$ cat config.mk
export PLATFORM = sky130hd
export DESIGN_NAME = barrel_display_top
export DESIGN_NICKNAME = d
export VERILOG_FILES = /design/src/logic/shift_pkg.sv /design/src/logic/barrel_display_top.sv /design/src/logic/barrel_shifter16.sv /design/src/logic/button_debounce.sv /design/src/logic/seg7_scan.sv /design/src/logic/shift_control.sv /design/src/logic/tick_gen.sv
export SDC_FILE = /design/constraint.sdc
export NUM_CORES = 1
export LEC_CHECK = 0
export ABC_AREA = 1
export BUFFER_PORTS_ARGS = -buffer_cell sky130_fd_sc_hd__buf_4
export CAP_MARGIN = 0
export CELL_PAD_IN_SITES_DETAIL_PLACEMENT = 1
export CELL_PAD_IN_SITES_GLOBAL_PLACEMENT = 1
export CORE_ASPECT_RATIO = 0.5
export CORE_MARGIN = 1
export CORE_UTILIZATION = 45
export DETAILED_ROUTE_END_ITERATION = 7
export PLACE_DENSITY_LB_ADDON = 0.3
export SLEW_MARGIN = 25
export SYNTH_ARGS = -nofsm -noshare
export SYNTH_HDL_FRONTEND = slang
export SYNTH_SLANG_ARGS = --single-unit
$ cat constraint.sdc
create_clock -name clk -period 2.7 [get_ports clk]
set_input_delay 0.135 -clock clk [delete_from_list [all_inputs] [get_ports clk]]
set_output_delay 0.135 -clock clk [all_outputs]
set_load 0.005 [all_outputs]
$ cat src/logic/shift_pkg.sv
package shift_pkg;

    //////////////////////////////
    // Shift settings
    //////////////////////////////

    // Direction of the barrel shift
    typedef enum logic [0:0] {
        SHIFT_LEFT  = 1'b0,
        SHIFT_RIGHT = 1'b1
    } shift_dir_e;

    // Everything the shifter needs from the buttons
    typedef struct packed {
        shift_dir_e dir;
        // Set = rotate, clear = zero fill
        logic       rotate;
        logic [3:0] shamnt;
    } shift_ctrl_t;

    // Switch word and shifted word
    typedef logic [15:0] data_word_t;

    //////////////////////////////
    // Display
    //////////////////////////////

    // One hex digit on the display
    typedef logic [3:0] hex_digit_t;

    // Digits scanned by seg7_scan
    localparam int NUM_DIGITS = 4;

    // All segments dark, active low
    localparam logic [6:0] SEG_BLANK = 7'b111_1111;

endpackage

$ cat src/logic/barrel_display_top.sv
`timescale 1ns/100ps

module barrel_display_top import shift_pkg::*; #(
    // 100 MHz board clock down to a 1 kHz tick
    parameter int TICK_DIV       = 100_000,
    parameter int DEBOUNCE_TICKS = 20
) (
    input  logic       clk,
    input  logic       rst_n,
    input  data_word_t sw,
    input  logic [4:0] btn,
    output logic [7:0] led,
    output logic [6:0] seg,
    output logic       dp,
    output logic [7:0] an
);

    logic        tick;
    shift_ctrl_t ctrl;
    data_word_t  shifted;
    hex_digit_t  digits [NUM_DIGITS];

    //////////////////////////////
    // Tick and controls
    //////////////////////////////

    tick_gen #(
        .TICK_DIV(TICK_DIV)
    ) u_tick_gen (
        .clk  (clk),
        .rst_n(rst_n),
        .tick (tick)
    );

    shift_control #(
        .DEBOUNCE_TICKS(DEBOUNCE_TICKS)
    ) u_shift_control (
        .clk  (clk),
        .rst_n(rst_n),
        .tick (tick),
        .btn  (btn),
        .ctrl (ctrl)
    );

    // Settings mirrored on the LEDs
    assign led = {ctrl.dir, ctrl.rotate, ctrl.shamnt, 2'b00};

    //////////////////////////////
    // Shifter and display
    //////////////////////////////

    barrel_shifter16 u_barrel_shifter16 (
        .clk     (clk),
        .rst_n   (rst_n),
        .data_in (sw),
        .ctrl    (ctrl),
        .data_out(shifted)
    );

    // Digit 0 is the low nibble
    for (genvar i = 0; i < NUM_DIGITS; i++) begin : g_digit
        assign digits[i] = shifted[4*i +: 4];
    end

    seg7_scan u_seg7_scan (
        .clk   (clk),
        .rst_n (rst_n),
        .tick  (tick),
        .digits(digits),
        .seg   (seg),
        .an    (an[NUM_DIGITS-1:0])
    );

    // Unused digits and decimal point stay dark
    assign an[7:NUM_DIGITS] = '1;
    assign dp = 1'b1;

endmodule

$ cat src/logic/barrel_shifter16.sv
`timescale 1ns/100ps

module barrel_shifter16 import shift_pkg::*; (
    input  logic        clk,
    input  logic        rst_n,
    input  data_word_t  data_in,
    input  shift_ctrl_t ctrl,
    output data_word_t  data_out
);

    localparam int DW = $bits(data_word_t);

    // stage[0] is the input, stage[4] the fully shifted word
    data_word_t stage [5];

    assign stage[0] = data_in;

    //////////////////////////////
    // Log shifter, 1 2 4 8
    //////////////////////////////

    for (genvar k = 0; k < 4; k++) begin : g_stage
        localparam int SH = 1 << k;

        // Bits entering from the right on a left shift, and vice versa
        logic [SH-1:0] fill_l;
        logic [SH-1:0] fill_r;

        // Rotation recycles the bits pushed out
        assign fill_l = ctrl.rotate ? stage[k][DW-1 -: SH] : '0;
        assign fill_r = ctrl.rotate ? stage[k][SH-1:0] : '0;

        assign stage[k+1] = !ctrl.shamnt[k]           ? stage[k] :
                            (ctrl.dir == SHIFT_LEFT)  ? {stage[k][DW-SH-1:0], fill_l} :
                                                        {fill_r, stage[k][DW-1:SH]};
    end

    // Output register
    always_ff @(posedge clk or negedge rst_n) begin
        if (!rst_n) begin
            data_out <= '0;
        end else begin
            data_out <= stage[4];
        end
    end

    // A rotation never loses or gains a set bit
    a_rot_ones : assert property (@(posedge clk) disable iff (!rst_n)
        ctrl.rotate |=> $countones(data_out) == $countones($past(data_in)));

endmodule

$ cat src/logic/button_debounce.sv
`timescale 1ns/100ps

module button_debounce #(
    parameter int DEBOUNCE_TICKS = 20
) (
    input  logic clk,
    input  logic rst_n,
    input  logic tick,
    input  logic btn,
    output logic toggle,
    output logic press
);

    localparam int CNT_W = $clog2(DEBOUNCE_TICKS + 1);
    localparam logic [CNT_W-1:0] CNT_LAST = CNT_W'(DEBOUNCE_TICKS - 1);

    logic             btn_meta;
    logic             btn_sync;
    logic             level;
    logic [CNT_W-1:0] stable_cnt;
    logic             flip;

    //////////////////////////////
    // Synchronizer
    //////////////////////////////

    always_ff @(posedge clk or negedge rst_n) begin
        if (!rst_n) begin
            btn_meta <= 1'b0;
            btn_sync <= 1'b0;
        end else begin
            btn_meta <= btn;
            btn_sync <= btn_meta;
        end
    end

    //////////////////////////////
    // Stability counter
    //////////////////////////////

    // Last differing sample on a tick completes the run
    assign flip = tick && (btn_sync != level) && (stable_cnt == CNT_LAST);

    always_ff @(posedge clk or negedge rst_n) begin
        if (!rst_n) begin
            stable_cnt <= '0;
            level      <= 1'b0;
            toggle     <= 1'b0;
            press      <= 1'b0;
        end else begin
            // Press is a one-cycle pulse
            press <= 1'b0;
            if (tick) begin
                if (btn_sync == level) begin
                    // Bounce back, start over
                    stable_cnt <= '0;
                end else if (flip) begin
                    stable_cnt <= '0;
                    level      <= btn_sync;
                    // Rising accepted edge only
                    if (btn_sync) begin
                        press  <= 1'b1;
                        toggle <= ~toggle;
                    end
                end else begin
                    stable_cnt <= stable_cnt + 1'b1;
                end
            end
        end
    end

    // Press only ever seen with the button accepted down
    a_press_level : assert property (@(posedge clk) disable iff (!rst_n)
        press |-> level);

endmodule

$ cat src/logic/seg7_scan.sv
`timescale 1ns/100ps

module seg7_scan import shift_pkg::*; (
    input  logic                  clk,
    input  logic                  rst_n,
    input  logic                  tick,
    input  hex_digit_t            digits [NUM_DIGITS],
    output logic [6:0]            seg,
    output logic [NUM_DIGITS-1:0] an
);

    localparam int IDX_W = (NUM_DIGITS > 1) ? $clog2(NUM_DIGITS) : 1;
    localparam logic [IDX_W-1:0] IDX_LAST = IDX_W'(NUM_DIGITS - 1);

    logic [IDX_W-1:0] idx;
    // Set by the first tick, the display is live from then on
    logic             started;

    //////////////////////////////
    // Hex decode
    //////////////////////////////

    // Active low, gfedcba
    function automatic logic [6:0] hex_to_seg(input hex_digit_t d);
        case (d)
            4'h0: return 7'b100_0000;
            4'h1: return 7'b111_1001;
            4'h2: return 7'b010_0100;
            4'h3: return 7'b011_0000;
            4'h4: return 7'b001_1001;
            4'h5: return 7'b001_0010;
            4'h6: return 7'b000_0010;
            4'h7: return 7'b111_1000;
            4'h8: return 7'b000_0000;
            4'h9: return 7'b001_0000;
            4'ha: return 7'b000_1000;
            4'hb: return 7'b000_0011;
            4'hc: return 7'b100_0110;
            4'hd: return 7'b010_0001;
            4'he: return 7'b000_0110;
            default: return 7'b000_1110;
        endcase
    endfunction

    //////////////////////////////
    // Scan
    //////////////////////////////

    always_ff @(posedge clk or negedge rst_n) begin
        if (!rst_n) begin
            idx     <= '0;
            started <= 1'b0;
            seg     <= SEG_BLANK;
            an      <= '1;
        end else if (tick) begin
            started <= 1'b1;
            // Digit value latched with its anode
            seg     <= hex_to_seg(digits[idx]);
            an      <= ~(NUM_DIGITS'(1) << idx);
            // Wrap for any digit count
            if (idx == IDX_LAST) begin
                idx <= '0;
            end else begin
                idx <= idx + 1'b1;
            end
        end
    end

    // Once scanning, exactly one digit lit
    a_an_onehot : assert property (@(posedge clk) disable iff (!rst_n)
        started |-> $onehot(~an));

endmodule

$ cat src/logic/shift_control.sv
`timescale 1ns/100ps

module shift_control import shift_pkg::*; #(
    parameter int DEBOUNCE_TICKS = 20
) (
    input  logic        clk,
    input  logic        rst_n,
    input  logic        tick,
    input  logic [4:0]  btn,
    output shift_ctrl_t ctrl
);

    // Debounced outputs, one bit per button
    logic [4:0] toggle;
    logic [4:0] press;

    //////////////////////////////
    // Button debouncers
    //////////////////////////////

    // 0 dir, 1 rotate, 2 shamnt[0], 3 shamnt[1], 4 shamnt[3:2] step
    for (genvar i = 0; i < 5; i++) begin : g_btn
        button_debounce #(
            .DEBOUNCE_TICKS(DEBOUNCE_TICKS)
        ) u_button_debounce (
            .clk   (clk),
            .rst_n (rst_n),
            .tick  (tick),
            .btn   (btn[i]),
            .toggle(toggle[i]),
            .press (press[i])
        );
    end

    //////////////////////////////
    // Control register
    //////////////////////////////

    always_ff @(posedge clk or negedge rst_n) begin
        if (!rst_n) begin
            ctrl <= '0;
        end else begin
            // Toggle levels follow one cycle behind the press
            ctrl.dir         <= shift_dir_e'(toggle[0]);
            ctrl.rotate      <= toggle[1];
            ctrl.shamnt[1:0] <= toggle[3:2];
            // High pair counts presses, wraps 3 -> 0
            if (press[4]) begin
                ctrl.shamnt[3:2] <= ctrl.shamnt[3:2] + 2'd1;
            end
        end
    end

endmodule

$ cat src/logic/tick_gen.sv
`timescale 1ns/100ps

module tick_gen #(
    parameter int TICK_DIV = 100_000
) (
    input  logic clk,
    input  logic rst_n,
    output logic tick
);

    // Counter wide enough for TICK_DIV-1, at least one bit
    localparam int CNT_W = (TICK_DIV > 1) ? $clog2(TICK_DIV) : 1;
    localparam logic [CNT_W-1:0] CNT_MAX = CNT_W'(TICK_DIV - 1);

    logic [CNT_W-1:0] cnt;

    // Free running divider, tick registered on the wrap
    always_ff @(posedge clk or negedge rst_n) begin
        if (!rst_n) begin
            cnt  <= '0;
            tick <= 1'b0;
        end else begin
            tick <= (cnt == CNT_MAX);
            if (cnt == CNT_MAX) begin
                cnt <= '0;
            end else begin
                cnt <= cnt + 1'b1;
            end
        end
    end

    // Tick stays a single-cycle pulse
    a_tick_single : assert property (@(posedge clk) disable iff (!rst_n)
        (TICK_DIV > 1) && tick |=> !tick);

endmodule

Word-level counts from Yosys, hierarchy flattened

Memory sizes are Yosys's and may differ from the RTL's. A register that Yosys moved wholly into a read port is not among the register bits.
Index checks and enable logic that the tools add are counted.

Register bits after elaboration: 91
Memory bits (read-only): 112
Input port bits: 23
Output and inout bits: 24
Logic and storage cells: 128
Memories kept: 1

Add/subtract/negate cells: 8
$lt $le $gt $ge: 1
Equal/unequal tests: 17
Shifts and indexed selects: 1
Muxes and demuxes: 35
Bitwise gates (word level): 11
Reductions and logical operators: 20

Memory list:

| name            | depth | width | read ports | clocked after memory_dff | wr ports | RTL line        | RTL |
|---|---|---|---|---|---|---|---|
| (no name shown) | 16    | 7     | 1          | 1                        | 0        | seg7_scan.sv:25 | `case (d)` |

Operators with widths:

| operator                                         | number |
|---|---|
| 2-to-1 mux 16 bit                                | 8 |
| 2-to-1 mux 5 bit                                 | 10 |
| adder 5 x 1 -> 5 bit (second input constant)     | 5 |
| == test 5 bit (second input constant)            | 5 |
| adder 17 x 1 -> 17 bit (second input constant)   | 1 |
| == test 17 bit (second input constant)           | 1 |
| 2-to-1 mux 17 bit                                | 1 |
| 2-to-1 mux 4 bit                                 | 4 |
| 2-to-1 mux 8 bit                                 | 2 |
| AND reduction 4 bit                              | 4 |
| AND reduction 3 bit                              | 5 |
| logical AND 1 bit                                | 10 |
| NOT 1 bit                                        | 9 |
| binary-select mux 4 bit (select 2 bit)           | 1 |
| 2-to-1 mux 1 bit                                 | 6 |
| 2-to-1 mux 2 bit                                 | 3 |
| == test 1 bit                                    | 5 |
| != test 1 bit                                    | 5 |
| adder 2 x 1 -> 2 bit (second input constant)     | 2 |
| NOT 4 bit                                        | 1 |
| << shifter 1 x 2 -> 4 bit (first input constant) | 1 |
| >= comparator 3 bit (second input constant)      | 1 |
| NOT 2 -> 3 bit                                   | 1 |
| == test 2 bit (second input constant)            | 1 |
| logical NOT 1 bit                                | 1 |

Longest topological paths before layout

Depth after elaboration: 12
Depth in mapped cells: 11
Mapped depth without buffers: 10

Modules after synthesis

From an unflattened synthesis, not the netlist that was laid out.

Cell total of the unflattened synthesis: 911
Area total of the unflattened synthesis: 6698.9 um2

By module, submodules not included:

| module             | times used | cells an instance | area an instance (um2) | sequential area each (um2) |
|---|---|---|---|---|
| button_debounce    | 5          | 60                | 500.5                  | 250.2 |
| barrel_shifter16   | 1          | 318               | 1905.6                 | 400.4 |
| tick_gen           | 1          | 139               | 1049.8                 | 450.4 |
| seg7_scan          | 1          | 131               | 997.2                  | 339.1 |
| shift_control      | 1          | 14                | 183.9                  | 150.1 |
| barrel_display_top | 1          | 9                 | 60.1                   | 0.0 |

Least setup slack after synthesis

OpenSTA, ideal clock, no wires.

Path type: reg2reg
Start point: register u_seg7_scan.idx[0]
End point: register u_seg7_scan.seg[3]
Setup time: 0.091 ns
Arrival time: 1.808 ns
Data required time: 2.609 ns
Setup slack: 0.801 ns
Stages on the path, launching flop included: 10
Path buffers: 1
Clock period less this slack: 1.899 ns
Path through: dfrtp_1 > buf_4 > nand2_1 > a32oi_1 > inv_1 > ha_1 > inv_1 > o21ai_0 > o21bai_1 > a31oi_1

Longest elaborated chain between the ends: 4

RTL lines:

| what                                                | RTL line        | RTL |
|---|---|---|
| start, declared                                     | seg7_scan.sv:15 | `logic [IDX_W-1:0] idx;` |
| start signal, assigned                              | seg7_scan.sv:64 | `idx <= idx + 1'b1;` |
| NOT 2 -> 3 bit (not written as such)                | seg7_scan.sv:58 | `seg <= hex_to_seg(digits[idx]);` |
| binary-select mux 4 bit (select 2 bit)              | seg7_scan.sv:58 |  |
| 2-to-1 mux 4 bit (not written as such) (2 in a row) | seg7_scan.sv:58 |  |
| end, declared                                       | seg7_scan.sv:8  | `output logic [6:0] seg,` |

Every way passes these cells. The select of a mux whose other input is x is not followed.
A chain may end at the register's enable or synchronous reset.

Worst setup path after layout

Ends and elaborated chain as after synthesis.

==> metrics.csv <==
metric,value,unit
DP Cell Count,912,
crit end category,flip-flop,
met1 Track Usage GR,36.8,%
Final GP Congestion,0.835,
ys async rst share,100,%
CP Cell Sequence,inv_2 -> nand2_1 -> a32oi_1 -> buf_4 -> inv_1 -> ha_1 -> inv_1 -> o21ai_0 -> o21bai_1 -> a31oi_1,
Place WS,0.570,ns
Worst slew margin,38.0,%
Final Power,3.10,mW
final setup fails,0,
H-tree levels,3,
most used routing layer,met2,
fin crit period,2.17,ns
fin util,53.7,%
GRT Total Usage,26.5,%
PD cells,474,mW/mm^2
Slowest Stage Delay on Critical Path,0.55,ns
fin area,0.00653,mm^2
Yosys reg bits,98,
Layout Nets,803,
post-synthesis adder-cell area fraction,3.47,%
hold path depth,0,
"slowest stage cell, crit path",dfrtp_1,
critical path peak fanout,14,
most frequent cells in the layout,"184 x nand2_1, 168 x nand3_1, 87 x dfrtp_1",
Final Hold Vio Count,0,
vias per inst,5.55,
met2 GRT Util,43.4,%
First-pass DRT Iterations,4,
Critical Path Stages,10,
Compound-Gate Fraction of Synth Area,6.57,%
Die H,82.0,um
post-route ant nets,0,
post-CTS sizing,0,
WP buf/inv,4,
"Area growth, synth to finish",13.3,%
filler instances,1509,
Simple-Gate Fraction of Synth Area,35.0,%
Max Freq,0.461,GHz
Synth cell types,43,
DP Area,0.00614,mm^2
Crit. Startpoint,u_seg7_scan.idx[0],
clock sinks,98,
Die Wd,162,um
WS Path Type,reg -> reg,
post-synthesis mux area share,0,%
first-pass GRT wire length,27400,um
DIE AREA,0.0133,mm^2
Hold Crit Class,reg -> reg,
crit start category,flip-flop,
worst-margin pin slew,0.929,ns
drt initial violations,323,
Setup TNS,0,ns
clk_skew,0.0124,ns
synth warn,0,
most numerous cell on the critical path,inv_1,
reg2reg path depth,10,
Overflow after GRT,0,
Synth Flop Type,dfrtp_1,
Core ar.,0.0122,mm^2
GR Util met3,4.49,%
drt wl/cell,17.7,um
hpwl dp,12100,um
"Seq/Total Area, Yosys",42.8,%
status,"finished, final reports clean",
vias in the first global route,5304,
largest delay contributor family on the critical path,compound AO/OA/AOI/OAI gates,
Post-route DRC,0,
# hold bufs at CTS,6,
hold_ws,0.351,ns
Crit Reg-Reg Startpoint,u_seg7_scan.idx[0],
Pleak,3.10,nW
"Setup Fix Bufs, Post-CTS",0,
DR vias,5182,
Final Max Slew Viols,0,
VDD IR max,0.000311,V
largest family of logic cells by synthesized area,simple AND/OR/NAND/NOR gates,
Port Buffer Count,39,
period utilization,80.3,%
Worst-path clk slew,0.07,ns
"most common cell after layout, fill and taps aside",nand2_1,
fraction of layout cells with a size suffix above 1,14.3,%
CTS max path bufs,2,
Post-synth EDFFs,0,
TritonCTS Buffers,9,
total wire length,16500,um
final std cells w/o fill,934,
I/O pins,47,
max_cap viols,0,
largest net degree at the start of global routing,76,
RSZ-0062 raised after global routing,no,
clk_lat worst skew,0.35,ns
initial cell density of the core,47.4,%
CTS tree,done,
Cells after Synth,727,
Root Buffer,clkbuf_16,
"Req. time, crit path",2.97,ns
final worst slack,0.531,ns
WP data arrival,2.43,ns
Post-Syn Area,0.00577,mm^2
"Avg Cell Area, Syn",7.93,um^2
initial antenna violation count,0,
Post-Synth XOR/XNOR Area,5.16,%
site row count,28,
# diodes,0,
where the power goes:
group	internal [mW]	switching, mW	total [mW]
registers	1.49	0.00886	1.50
logic	0.0735	0.126	0.200
clock network	0.819	0.580	1.40
total	2.38	0.715	3.10
flip-flops by register name, summed over array words and instances (netlist names):
name and count:
u_barrel_shifter16.data_out 16, u_seg7_scan.an 4, u_seg7_scan.idx 2, u_seg7_scan.seg 7
u_shift_control.ctrl 6, u_shift_control.g_btn.u_button_debounce.btn_meta 5, u_shift_control.g_btn.u_button_debounce.btn_sync 5, u_shift_control.g_btn.u_button_debounce.level 5
u_shift_control.g_btn.u_button_debounce.press 1, u_shift_control.g_btn.u_button_debounce.stable_cnt 25, u_shift_control.g_btn.u_button_debounce.toggle 4, u_tick_gen.cnt 17
u_tick_gen.tick 1
per-layer routing:
metal / part of all wire (%) / up-vias
met3: 4.1 / 24
met2: 46 / 115
met4: 1.5 / 0
met5: 0 / -
li1: - / 2473
met1: 48 / 2570
path summary, 6_finish.rpt:
| check | endpoint | slack, ns |
|---|---|---|
| worst max-delay path | u_seg7_scan.seg[3] | 0.53 |
| worst min-delay path | flip-flop | 0.35 |
| worst max register to register | u_seg7_scan.seg[3] | 0.53 |
| worst min register to register | flip-flop | 0.35 |
| max in group asynchronous | u_shift_control.g_btn[1].u_button_debounce.level | 1.60 |
| min in group asynchronous | async pin | 0.37 |
Yosys cell counts, drive strengths merged, types with 11 or more instances:
cell type	number	area share, %
nand2	189	13
or2	19	2.1
dfstp	11	5.0
dfrtp	87	38
inv	49	3.2
o21ai	29	2.5
nor2	31	2.7
ha	16	3.5
a21oi	13	1.3
nand3	174	16
buf	30	3.4
xor2	20	3.0
xnor2	14	2.1
logic make-up after synthesis:
group | after synthesis
XOR/XNOR | 34
adder cells (fa/ha/maj) | 16
other | 2
buffers and inverters | 83
AND/OR/NAND/NOR | 430
flip-flops | 98
AO/OA/AOI/OAI | 64
area by class of cell:
type	count	area (um^2)	share of cell area, %
Clock buffer	9	225	3.45
Timing Repair Buffer	54	424	6.49
Inverter	50	191	2.93
Multi-Input combinational cell	551	2920	44.7
Tap cell	165	206	3.16
Sequential cell	98	2470	37.8
Clock inverter	7	98.8	1.51
worst register-to-register path, delay by kind of cell (launching register included):
family                     cells  cell delay (ns)
adders and majority gates      1             0.29
AOI/OAI and AO/OA              4             0.64
DFF                            1             0.55
buffers and inverters          4             0.53
and+or+nand+nor                1             0.09
No activity file was read; power rests on OpenSTA's default activity.
